`src/ic_macros.svh`:
```
////////////////////////////////////////////////////////////////////////////
// memory interconnect constants: address map, tohost mailbox address,
// mailbox command codes and console FIFO depth
////////////////////////////////////////////////////////////////////////////
`ifndef IC_MACROS_SVH
`define IC_MACROS_SVH

// device field, addr[31:28]
`define IC_DEV_DRAM_LO      4'h0
`define IC_DEV_DRAM_HI      4'h8
`define IC_DEV_VIRTIO       4'h4
`define IC_DEV_PLIC         4'h5
`define IC_DEV_CLINT        4'h6

// virtio sub-field, addr[27:24]
`define IC_VIRT_CONS        4'h0
`define IC_VIRT_FB          4'h5

// mailbox sits outside every device window
`define IC_TOHOST_ADDR      32'h7000_0000

// command lives in the upper half of the tohost word
`define IC_CMD_PRINT_CHAR   16'h0001
`define IC_CMD_POWER_OFF    16'h0002

`define IC_CONS_FIFO_DEPTH  16

`endif

```
`src/ic_pkg.sv`:
```
////////////////////////////////////////////////////////////////////////////
// interconnect types: device select, load control code, tohost command
////////////////////////////////////////////////////////////////////////////
package ic_pkg;

    // device picked by the address decode
    typedef enum logic [2:0] {
        dev_dram,
        dev_cons,
        dev_fb,
        dev_plic,
        dev_clint,
        dev_none
    } dev_sel_t;

    // load size encodings, same as funct3[1:0]
    localparam logic [1:0] ld_size_b = 2'd0;
    localparam logic [1:0] ld_size_h = 2'd1;
    localparam logic [1:0] ld_size_w = 2'd2;

    // funct3 of a load: unsigned flag on top, size below
    typedef struct packed {
        logic       uns;
        logic [1:0] size;
    } ld_ctrl_t;

    // command half of a tohost word
    typedef logic [15:0] tohost_cmd_t;

endpackage

```
`src/mem_req_if.sv`:
```
////////////////////////////////////////////////////////////////////////////
// one data-side memory request as seen by the decoder and the devices
////////////////////////////////////////////////////////////////////////////
`timescale 1ns/1ps

interface mem_req_if;
    logic [31:0]      addr;
    logic [31:0]      wdata;
    logic             we;
    logic             re;
    ic_pkg::ld_ctrl_t ctrl;

    // core side
    modport driver (
        output addr, wdata, we, re, ctrl
    );

    // decoder, mailbox and fifo side
    modport device (
        input addr, wdata, we, re, ctrl
    );
endinterface

```
`src/addr_decoder.sv`:
```
////////////////////////////////////////////////////////////////////////////
// address decode: per-device strobes in the request cycle, and read-data
// select registered for the following cycle
////////////////////////////////////////////////////////////////////////////
`timescale 1ns/1ps
`include "ic_macros.svh"

module addr_decoder (
    input  logic        CLK,
    input  logic        i_rst,
    mem_req_if.device   req,
    input  logic        i_dram_busy,
    input  logic [31:0] i_load_word,
    input  logic [31:0] i_cons_rdata,
    input  logic [31:0] i_plic_rdata,
    input  logic [31:0] i_clint_rdata,
    input  logic [31:0] i_fb_rdata,
    output logic        o_dram_we,
    output logic        o_dram_le,
    output logic [31:0] o_dram_addr,
    output logic        o_plic_we,
    output logic        o_plic_re,
    output logic        o_clint_we,
    output logic        o_fb_we,
    output logic        o_cons_pop,
    output logic [31:0] o_data,
    output logic        o_is_dram
);
    logic [3:0]       dev;
    logic [3:0]       virt;
    logic             dram_ok;
    ic_pkg::dev_sel_t sel;
    ic_pkg::dev_sel_t r_sel;

    assign dev  = req.addr[31:28];
    assign virt = req.addr[27:24];

    always_comb begin
        case (dev)
            `IC_DEV_DRAM_LO, `IC_DEV_DRAM_HI: sel = ic_pkg::dev_dram;
            `IC_DEV_PLIC:                     sel = ic_pkg::dev_plic;
            `IC_DEV_CLINT:                    sel = ic_pkg::dev_clint;
            `IC_DEV_VIRTIO: begin
                if (virt == `IC_VIRT_CONS) begin
                    sel = ic_pkg::dev_cons;
                end else if (virt == `IC_VIRT_FB) begin
                    sel = ic_pkg::dev_fb;
                end else begin
                    sel = ic_pkg::dev_none;
                end
            end
            default:                          sel = ic_pkg::dev_none;
        endcase
    end

    // dram is only touched while the controller is idle
    assign dram_ok = (sel == ic_pkg::dev_dram) && !i_dram_busy;

    assign o_dram_we   = req.we && dram_ok;
    assign o_dram_le   = req.re && dram_ok;
    assign o_dram_addr = {5'b0, req.addr[26:0]};
    assign o_plic_we   = req.we && (sel == ic_pkg::dev_plic);
    assign o_plic_re   = req.re && (sel == ic_pkg::dev_plic);
    assign o_clint_we  = req.we && (sel == ic_pkg::dev_clint);
    assign o_fb_we     = req.we && (sel == ic_pkg::dev_fb);
    // a store to the console window consumes one byte
    assign o_cons_pop  = req.we && (sel == ic_pkg::dev_cons);

    // a stalled dram read returns nothing, the core retries it
    always_ff @(posedge CLK) begin
        if (i_rst) begin
            r_sel <= ic_pkg::dev_none;
        end else if (req.re && !(sel == ic_pkg::dev_dram && i_dram_busy)) begin
            r_sel <= sel;
        end else begin
            r_sel <= ic_pkg::dev_none;
        end
    end

    always_comb begin
        case (r_sel)
            ic_pkg::dev_dram:  o_data = i_load_word;
            ic_pkg::dev_cons:  o_data = i_cons_rdata;
            ic_pkg::dev_fb:    o_data = i_fb_rdata;
            ic_pkg::dev_plic:  o_data = i_plic_rdata;
            ic_pkg::dev_clint: o_data = i_clint_rdata;
            default:           o_data = 32'h0;
        endcase
    end

    assign o_is_dram = (r_sel == ic_pkg::dev_dram);
endmodule

```
`src/cons_rx_fifo.sv`:
```
////////////////////////////////////////////////////////////////////////////
// console receive FIFO, filled by the serial receiver and read or popped
// by the core through the console window
////////////////////////////////////////////////////////////////////////////
`timescale 1ns/1ps
`include "ic_macros.svh"

module cons_rx_fifo (
    input  logic        CLK,
    input  logic        i_rst,
    input  logic        i_push,
    input  logic [7:0]  i_push_data,
    input  logic        i_pop,
    output logic [31:0] o_head
);
    localparam int         ptr_w = $clog2(`IC_CONS_FIFO_DEPTH);
    localparam logic [ptr_w:0] full_cnt = `IC_CONS_FIFO_DEPTH;

    logic [7:0]     mem [`IC_CONS_FIFO_DEPTH];
    logic [ptr_w-1:0] head;
    logic [ptr_w-1:0] tail;
    logic [ptr_w:0]   count;
    logic             push_ok;
    logic             pop_ok;

    // bytes arriving on a full fifo are lost
    assign push_ok = i_push && (count != full_cnt);
    assign pop_ok  = i_pop && (count != '0);

    always_ff @(posedge CLK) begin
        if (i_rst) begin
            head  <= '0;
            tail  <= '0;
            count <= '0;
        end else begin
            if (push_ok) begin
                tail <= tail + 1'b1;
            end
            if (pop_ok) begin
                head <= head + 1'b1;
            end
            count <= count + push_ok - pop_ok;
        end
    end

    always_ff @(posedge CLK) begin
        if (push_ok) begin
            mem[tail] <= i_push_data;
        end
    end

    // head value of the request cycle, lined up with the registered select
    always_ff @(posedge CLK) begin
        if (i_rst || count == '0) begin
            o_head <= 32'h0;
        end else begin
            o_head <= {24'h0, mem[head]};
        end
    end
endmodule

```
`src/load_aligner.sv`:
```
////////////////////////////////////////////////////////////////////////////
// load data extraction from the 128-bit dram line, with sign or zero
// extension of bytes and halfwords
////////////////////////////////////////////////////////////////////////////
`timescale 1ns/1ps

module load_aligner (
    input  logic         CLK,
    input  logic         i_rst,
    input  logic [31:0]  i_addr,
    input  logic [2:0]   i_ctrl,
    input  logic         i_capture,
    input  logic [127:0] i_line,
    output logic [31:0]  o_word
);
    logic [3:0]       r_offset;
    ic_pkg::ld_ctrl_t r_ctrl;
    logic [127:0]     shifted;
    logic [31:0]      raw;
    logic             sext;

    // line arrives the cycle after the access, so keep its offset and code
    always_ff @(posedge CLK) begin
        if (i_rst) begin
            r_offset <= 4'h0;
            r_ctrl   <= ic_pkg::ld_ctrl_t'(3'b0);
        end else if (i_capture) begin
            r_offset <= i_addr[3:0];
            r_ctrl   <= ic_pkg::ld_ctrl_t'(i_ctrl);
        end
    end

    assign shifted = i_line >> {r_offset, 3'b000};
    assign raw     = shifted[31:0];
    assign sext    = !r_ctrl.uns;

    always_comb begin
        case (r_ctrl.size)
            ic_pkg::ld_size_b: o_word = {{24{raw[7] & sext}}, raw[7:0]};
            ic_pkg::ld_size_h: o_word = {{16{raw[15] & sext}}, raw[15:0]};
            default:           o_word = raw;
        endcase
    end
endmodule

```
`src/mem_interconnect.sv`:
```
////////////////////////////////////////////////////////////////////////////
// memory interconnect top that decodes core data requests onto dram, plic,
// clint, framebuffer, console fifo and tohost mailbox
////////////////////////////////////////////////////////////////////////////
`timescale 1ns/1ps

module mem_interconnect (
    input  logic         CLK,
    input  logic         i_rst,
    // core data port
    input  logic [31:0]  i_data_addr,
    input  logic [31:0]  i_data_wdata,
    input  logic         i_data_we,
    input  logic         i_data_re,
    input  logic [2:0]   i_data_ctrl,
    output logic [31:0]  o_data,
    output logic         o_is_dram,
    // external dram
    input  logic [127:0] i_dram_line,
    input  logic         i_dram_busy,
    output logic [31:0]  o_dram_addr,
    output logic         o_dram_we,
    output logic         o_dram_le,
    output logic [31:0]  o_dram_wdata,
    output logic [2:0]   o_dram_ctrl,
    // mmio devices
    output logic         o_plic_we,
    output logic         o_plic_re,
    input  logic [31:0]  i_plic_rdata,
    output logic         o_clint_we,
    input  logic [31:0]  i_clint_rdata,
    output logic         o_fb_we,
    input  logic [31:0]  i_fb_rdata,
    output logic [31:0]  o_io_wdata,
    output logic [27:0]  o_offset,
    // serial console
    input  logic         i_rx_valid,
    input  logic [7:0]   i_rx_data,
    output logic         o_uart_we,
    output logic [7:0]   o_uart_data,
    input  logic         i_tx_ready,
    output logic         o_finish,
    output logic         o_proc_busy
);
    logic [31:0] load_word;
    logic [31:0] cons_rdata;
    logic        cons_pop;
    logic        proc_busy;

    mem_req_if req ();

    assign req.addr  = i_data_addr;
    assign req.wdata = i_data_wdata;
    assign req.we    = i_data_we;
    assign req.re    = i_data_re;
    assign req.ctrl  = ic_pkg::ld_ctrl_t'(i_data_ctrl);

    // stall while dram is working or the uart cannot take a byte
    assign proc_busy   = i_dram_busy || !i_tx_ready;
    assign o_proc_busy = proc_busy;

    assign o_dram_wdata = i_data_wdata;
    assign o_dram_ctrl  = i_data_ctrl;
    assign o_io_wdata   = i_data_wdata;
    assign o_offset     = i_data_addr[27:0];

    addr_decoder u_addr_decoder (
        .CLK           (CLK),
        .i_rst         (i_rst),
        .req           (req.device),
        .i_dram_busy   (i_dram_busy),
        .i_load_word   (load_word),
        .i_cons_rdata  (cons_rdata),
        .i_plic_rdata  (i_plic_rdata),
        .i_clint_rdata (i_clint_rdata),
        .i_fb_rdata    (i_fb_rdata),
        .o_dram_we     (o_dram_we),
        .o_dram_le     (o_dram_le),
        .o_dram_addr   (o_dram_addr),
        .o_plic_we     (o_plic_we),
        .o_plic_re     (o_plic_re),
        .o_clint_we    (o_clint_we),
        .o_fb_we       (o_fb_we),
        .o_cons_pop    (cons_pop),
        .o_data        (o_data),
        .o_is_dram     (o_is_dram)
    );

    load_aligner u_load_aligner (
        .CLK       (CLK),
        .i_rst     (i_rst),
        .i_addr    (i_data_addr),
        .i_ctrl    (req.ctrl),
        .i_capture (o_dram_le),
        .i_line    (i_dram_line),
        .o_word    (load_word)
    );

    tohost_unit u_tohost_unit (
        .CLK         (CLK),
        .i_rst       (i_rst),
        .req         (req.device),
        .i_hold      (proc_busy),
        .o_uart_we   (o_uart_we),
        .o_uart_data (o_uart_data),
        .o_finish    (o_finish)
    );

    cons_rx_fifo u_cons_rx_fifo (
        .CLK         (CLK),
        .i_rst       (i_rst),
        .i_push      (i_rx_valid),
        .i_push_data (i_rx_data),
        .i_pop       (cons_pop),
        .o_head      (cons_rdata)
    );
endmodule

```
`src/tohost_unit.sv`:
```
////////////////////////////////////////////////////////////////////////////
// tohost mailbox: print-char commands become console bytes, power-off
// sets a sticky finish flag
////////////////////////////////////////////////////////////////////////////
`timescale 1ns/1ps
`include "ic_macros.svh"

module tohost_unit (
    input  logic       CLK,
    input  logic       i_rst,
    mem_req_if.device  req,
    input  logic       i_hold,
    output logic       o_uart_we,
    output logic [7:0] o_uart_data,
    output logic       o_finish
);
    logic [31:0]         mbox;
    ic_pkg::tohost_cmd_t cmd;
    logic                mbox_we;
    logic                print_go;

    assign cmd = mbox[31:16];

    // held request retries once busy drops
    assign mbox_we  = req.we && (req.addr == `IC_TOHOST_ADDR) && !i_hold;
    // tx not ready, keep the char pending
    assign print_go = (cmd == `IC_CMD_PRINT_CHAR) && !i_hold;

    always_ff @(posedge CLK) begin
        if (i_rst) begin
            mbox      <= 32'h0;
            o_uart_we <= 1'b0;
            o_finish  <= 1'b0;
        end else begin
            o_uart_we <= print_go;
            if (cmd == `IC_CMD_POWER_OFF) begin
                o_finish <= 1'b1;
            end
            // new command wins over clearing the old one
            if (mbox_we) begin
                mbox <= req.wdata;
            end else if (print_go || cmd == `IC_CMD_POWER_OFF) begin
                mbox <= 32'h0;
            end
        end
    end

    always_ff @(posedge CLK) begin
        if (print_go) begin
            o_uart_data <= mbox[7:0];
        end
    end
endmodule

```
`config.mk`:
```
export PLATFORM = sky130hd
export DESIGN_NAME = mem_interconnect
export DESIGN_NICKNAME = d
export VERILOG_FILES = /design/src/ic_pkg.sv /design/src/mem_req_if.sv /design/src/addr_decoder.sv /design/src/cons_rx_fifo.sv /design/src/load_aligner.sv /design/src/mem_interconnect.sv /design/src/tohost_unit.sv
export VERILOG_INCLUDE_DIRS = /design/src /design/src/src
export SDC_FILE = /design/constraint.sdc
export NUM_CORES = 1
export LEC_CHECK = 0
export BUFFER_PORTS_ARGS = -buffer_cell sky130_fd_sc_hd__buf_4
export CAP_MARGIN = 20
export CORE_AREA = 2 2 188 190
export CTS_CLUSTER_SIZE = 12
export DETAILED_ROUTE_END_ITERATION = 10
export DIE_AREA = 0 0 190 192
export PLACE_DENSITY_LB_ADDON = 0.08
export SKIP_CTS_REPAIR_TIMING = 1
export SYNTH_ARGS = -nofsm -noshare
export SYNTH_HDL_FRONTEND = slang
export SYNTH_SLANG_ARGS = --single-unit
```
`constraint.sdc`:
```
create_clock -name CLK -period 4.2 [get_ports CLK]
set_input_delay 0.84 -clock CLK [delete_from_list [all_inputs] [get_ports CLK]]
set_output_delay 0.84 -clock CLK [all_outputs]
set_load 0.05 [all_outputs]
```
After elaboration in Yosys (flattened, before gate mapping)
Memory sizes are Yosys's and may differ from the RTL's. A register that Yosys moved wholly into a read port is not among the register bits.
Cells that the tools add are included.
- $add $sub $neg: 4
- equality and inequality tests: 18
- shift-type cells: 1
- multiplexer cells: 9
- bitwise operators: 3
- reductions and logical operators: 33
- operator list (kind ; count):
    $pmux W32 S5 ; 1
    $shr A128 B7 Y32 ; 1
    $mux W32 ; 2
    $pmux W32 S2 ; 1
    $eq A32 B31 Y1 const B ; 1
    $eq A16 B1 Y1 const B ; 1
    $eq A16 B2 Y1 const B ; 1
    $eq A4 B3 Y1 const B ; 4
    $logic_and A1 B1 Y1 ; 15
    $eq A3 B2 Y1 const B ; 4
    $pmux W3 S4 ; 1
    $add A4 B1 Y4 const B ; 2
    $logic_not A4 Y1 ; 2
    $eq A3 B1 Y1 const B ; 2
    $eq A3 B3 Y1 const B ; 2
    $logic_not A3 Y1 ; 2
    $mux W3 ; 2
    $add A5 B1 Y5 ; 1
    $logic_not A1 Y1 ; 5
    $logic_not A5 Y1 ; 1
    $ne A5 B5 Y1 const B ; 1
    $reduce_bool A5 Y1 ; 1
    $sub A5 B1 Y5 ; 1
    $eq A4 B4 Y1 const B ; 1
    8 further kinds ; 13
- bits in registers: 89
- RAM bits: 128
- input port bits: 306
- word-level logic and storage cells: 81
- memories kept: 1
- memory list (name ; words ; bits a word ; read ports ; clocked after Yosys merged registers in ; write ports ; RTL line ; text):
    u_cons_rx_fifo.mem ; 16 ; 8 ; 1 ; 1 ; 1 ; cons_rx_fifo.sv:19 ; logic [7:0] mem [`IC_CONS_FIFO_DEPTH];

Longest topological paths before layout
- depth after elaboration: 10
- depth in mapped cells: 13

Modules after synthesis
From an unflattened synthesis, not the netlist that was laid out.
- cells, all modules: 1214
- area total of the unflattened synthesis: 14326.2 sq um
- by module, submodules not included (module ; instances ; cells an instance ; area each (sq um) ; seq. area each (sq um)):
    cons_rx_fifo ; 1 ; 343 ; 6145.9 ; 4264.1
    load_aligner ; 1 ; 400 ; 4136.5 ; 140.1
    addr_decoder ; 1 ; 226 ; 1711.6 ; 60.1
    tohost_unit ; 1 ; 149 ; 1612.8 ; 760.7
    mem_interconnect ; 1 ; 96 ; 719.4 ; 0.0

Worst setup path before layout
Ideal clock, no wire load.
- path kind: input port to output port
- from: input port i_data_addr[30]
- to: output port o_fb_we
- data arrival time: 2.814 ns
- data required time: 3.360 ns
- setup slack: 0.546 ns
- stages: 3
- path buffers: 0
- path through: nor2b_1 -> nand2_1 -> nor4b_1
- word-level cells in the longest chain between the ends: 5
- elaborated cells on any way between the ends: 9
- classes of those cells: 5 x eq/ne; 1 x mux; 3 x reduce/logical
- ends and longest elaborated chain (what ; RTL line ; text):
    start, declared ; mem_interconnect.sv:11 ; input logic [31:0] i_data_addr,
    $eq A4 B4 Y1 or $logic_not A4 Y1 (tied branches) ; addr_decoder.sv:39 ; case (dev)
    $reduce_or A2 Y1 ; addr_decoder.sv:39 ;
    $pmux W3 S4 (*) ; addr_decoder.sv:39 ;
    $eq A3 B2 Y1 (*) ; addr_decoder.sv:65 ; assign o_fb_we = req.we && (sel == ic_pkg::dev_fb);
    $logic_and A1 B1 Y1 (*) ; addr_decoder.sv:65 ;
    end, declared ; mem_interconnect.sv:32 ; output logic o_fb_we,
Every way passes the cells marked *; elsewhere a longest branch is shown, timed or not.

Worst setup path after layout
- from: register u_load_aligner.r_offset[2]
- to: output port o_data[17]
- word-level cells in the longest chain between the ends: 4
- elaborated cells on any way between the ends: 5
- classes of those cells: 1 x shift; 2 x mux; 2 x bitwise
- ends and longest elaborated chain (what ; RTL line ; text):
    start, declared ; load_aligner.sv:16 ; logic [3:0] r_offset;
    start signal, assigned ; load_aligner.sv:28 ; r_offset <= i_addr[3:0];
    $shr A128 B7 Y32 (*) ; load_aligner.sv:33 ; assign shifted = i_line >> {r_offset, 3'b000};
    $and A1 B1 Y1, on equally long branches ; load_aligner.sv:40, load_aligner.sv:39 ;
    $pmux W32 S2 (*) ; load_aligner.sv:38 ; case (r_ctrl.size)
    $pmux W32 S5 (*) ; addr_decoder.sv:81 ; case (r_sel)
    end, declared ; mem_interconnect.sv:16 ; output logic [31:0] o_data,
Marks and branches as above.

==> results.sh <==
export IMPL_status="finished clean"
export IMPL_synth_seq_area_share_pct=39.04
export IMPL_worstSetupPathType="register to primary output"
export IMPL_htreeDepth=4
export IMPL_drtAntennaViolNets=0
export IMPL_n_antenna_cell=0
export IMPL_r2r_cells=14
export IMPL_vias_per_cell=5.682
export IMPL_cts_tree="built"
export IMPL_vias=10850
export IMPL_drv_cap=0
export IMPL_final_area_sq_um=16960
export IMPL_critPathCapture="o_data[17]"
export IMPL_synth_compound_gate_area_share_pct=9.031
export IMPL_final_hold_viol_count=0
export IMPL_synthXorXnorAreaFrac_pct=0.3926
export IMPL_synth_top_area_cell="edfxtp_1"
export IMPL_synth_area_top_cells="edfxtp_1, mux4_2, dfxtp_1"
export IMPL_crit_path_start_kind="register"
export IMPL_syn_area_sq_um=13380
export IMPL_wl_microns=49160
export IMPL_crit_chain="buf_4, and3b_1, a211oi_1, nor3_4, nor2_2, a31oi_1, buf_4"
export IMPL_hp_class="register to register"
export IMPL_synth_top_family_by_area="multiplexers"
export IMPL_yosysWarnings=0
export IMPL_path_clk_slew_ns=0.07
export IMPL_fin_nets=1759
export IMPL_max_slew_margin_pct=38.38
export IMPL_power_density_nw_per_um2=297.3
export IMPL_setup_worst_path_end_class="primary output"
export IMPL_final_common_cell="buf_4"
export IMPL_die_y_microns=192
export IMPL_synth_simple_area_share_pct=10.58
export IMPL_path_max_fanout=37
export IMPL_synth_mux_area_share_pct=28.97
export IMPL_finalCriticalPeriod_ns=4.042
export IMPL_synthAdderAreaFrac_pct=1.178
export IMPL_clockBufferDepth=2
export IMPL_routedWlPerCell_microns=25.75
export IMPL_core_sq_um=34290
export IMPL_io_pins=483
export IMPL_grt_pass1_vias=11000
export IMPL_final_fill_count=3147
export IMPL_drt_initial_drc_count=724
export IMPL_async_flop_share_pct=0
export IMPL_clk_latency_ns=0.44
export IMPL_slew_violations=0
export IMPL_dominantRegCellSynth="edfxtp_1"
export IMPL_yosysTopAreaCellShare_pct=30.51
export IMPL_synth_edf_count=136
export IMPL_clock_fmax_ghz=0.2474
export IMPL_cp_startpoint="u_load_aligner.r_offset[2]"
export IMPL_grt_pass1_wl_microns=70300
export IMPL_grt_remaining_overflow=0
export IMPL_cp_required_ns=3.36
export IMPL_worst_r2r_setup_slack_ns=1.35
export IMPL_setup_violations_final=0
export IMPL_gp_congestion=0.9672
export IMPL_cts_buffers=17
export IMPL_cpMaxStageDelayCell="dfxtp_4"
export IMPL_dp_hpwl_microns=38980
export IMPL_yosys_cell_types_count=67
export IMPL_cpPeakStageDelay_ns=0.70
export IMPL_grt_max_degree=53
export IMPL_r2r_start="u_cons_rx_fifo.count[3]"
export IMPL_grtUsageTotal_pct=26.35
export IMPL_clock_skew_ns=0.01048
export IMPL_antenna_found_initial=1
export IMPL_timing_rr_end="u_cons_rx_fifo.count[4]"
export IMPL_worst_pin_slew_ns=0.9243
export IMPL_placementRows=68
export IMPL_rsz0062_at_grt="false"
export IMPL_worstPathArrival_ns=3.20
export IMPL_die_w_microns=190
export IMPL_root_buffer="clkbuf_16"
export IMPL_path_common_cell="buf_4"
export IMPL_p_leak_nw=6.400
export IMPL_vdd_drop_max_v=0.0002796
export IMPL_dieArea_sq_um=36480
export IMPL_start_util_pct=39.03
export IMPL_fin_tns_setup_ns=0
export IMPL_layout_worst_path_cycle_share_pct=96.23
export IMPL_syn_inst=1134
export IMPL_syn_avg_cell_area_sq_um=11.80
export IMPL_drc=0
export IMPL_postLayoutCoreUtil_pct=49.46
export IMPL_cts_sinks=193
export IMPL_final_cell_mix="buf_4, edfxtp_1, mux4_2"
export IMPL_drtPass1Iterations=7
export IMPL_placedInstanceArea_sq_um=16350
export IMPL_portBuffers=453
export IMPL_syn2layout_area_growth_pct=26.71
export IMPL_ys_ff_latch=193
export IMPL_drive_above_1_share_pct=46.97
[power breakdown]
group	switching [mW]	internal [mW]	total (mW)
Clock	0.747	0.897	1.64
Combinational	0.678	0.556	1.23
Sequential	0.0501	2.11	2.16
Total	1.47	3.57	5.04
[cells by family after synthesis]
group	after synthesis
other cells	1
compound gates	188
simple gates	283
fa+ha+maj	12
xor+xnor	6
mux	229
flops	193
buf+inv	222
[cells in the mapped netlist (6+ instances only)]
cell	number
buf_4	142
edfxtp_1	136
mux4_2	115
nand2_1	107
mux2i_1	81
a21oi_1	68
dfxtp_1	57
nor2_1	54
clkbuf_1	33
mux2_2	26
nor3_1	25
buf_2	22
nor2b_1	22
a31oi_1	20
nand2b_1	18
o21ai_0	15
inv_1	13
ha_1	11
nor4_1	11
o2bb2ai_1	10
a22oi_1	9
o22ai_1	9
a221oi_1	8
a21boi_0	7
mux4_1	7
or3_1	7
a222oi_1	6
o211ai_1	6
or4_1	6
[stage by stage]
step	worst slack (ns)	cells	hold WS, ns	power [mW]
finish	0.1584	1909	0.4325	5.041
global route	0.05994	1909	0.4426	5.253
CTS	0.1781	1909	0.4321	5.086
detailed placement	0.4773	1877	0.4160	3.438
global placement	0.5611	1877	0.4127	3.433
floorplan	0.5460	1138	0.4081	3.012
[metal layers]
layer	global-route usage (%)	share of wire, %	wire, microns	vias up
met2	45.31	49	24300	501
met4	13.33	4.9	2424	2
li1	-	-	-	4866
met1	31.68	39	19210	5383
met3	4.897	6.5	3207	94
met5	0	0.037	18	-
[registers in the layout, summed over array words and instances (netlist names)]
| name | count |
|---|---|
| u_cons_rx_fifo.tail | 4 |
| u_cons_rx_fifo.count | 5 |
| u_load_aligner.r_ctrl | 3 |
| u_cons_rx_fifo.o_head | 8 |
| u_addr_decoder.r_sel | 3 |
| u_tohost_unit.o_finish | 1 |
| u_tohost_unit.o_uart_we | 1 |
| u_tohost_unit.mbox | 24 |
| u_cons_rx_fifo.mem | 128 |
| u_tohost_unit.o_uart_data | 8 |
| u_cons_rx_fifo.head | 4 |
| u_load_aligner.r_offset | 4 |
[worst max-delay path, delay by kind of cell, from the launching register on]
| family | cells | cell delay [ns] |
|---|---|---|
| AND/OR/NAND/NOR | 3 | 0.76 |
| AO/OA/AOI/OAI | 2 | 0.75 |
| flip-flops | 1 | 0.70 |
| buffers and inverters | 2 | 0.56 |
[final cells by class]
class | count | area [sq um] | area share, %
multi-input cells | 723 | 6753 | 39.82
clock buffers | 17 | 425.4 | 2.508
inverters | 15 | 56.30 | 0.3320
flip-flops and latches | 193 | 5240 | 30.90
repair buffers | 491 | 3736 | 22.03
well taps | 455 | 569.3 | 3.357
clock inverters | 15 | 178.9 | 1.055
[how the worst min path moves through the flow]
stage / start / endpoint / slack, ns / cells after the start
finish: u_tohost_unit.mbox[5] / u_tohost_unit.o_uart_data[5] / 0.43 / 0
global route: u_tohost_unit.mbox[3] / u_tohost_unit.o_uart_data[3] / 0.44 / 0
CTS: u_tohost_unit.mbox[3] / u_tohost_unit.o_uart_data[3] / 0.43 / 0
detailed placement: u_tohost_unit.mbox[7] / u_tohost_unit.o_uart_data[7] / 0.42 / 0
global placement: u_tohost_unit.mbox[3] / u_tohost_unit.o_uart_data[3] / 0.41 / 0
floorplan: u_tohost_unit.mbox[0] / u_tohost_unit.o_uart_data[0] / 0.41 / 0
Power figures use the tool's default switching activity.
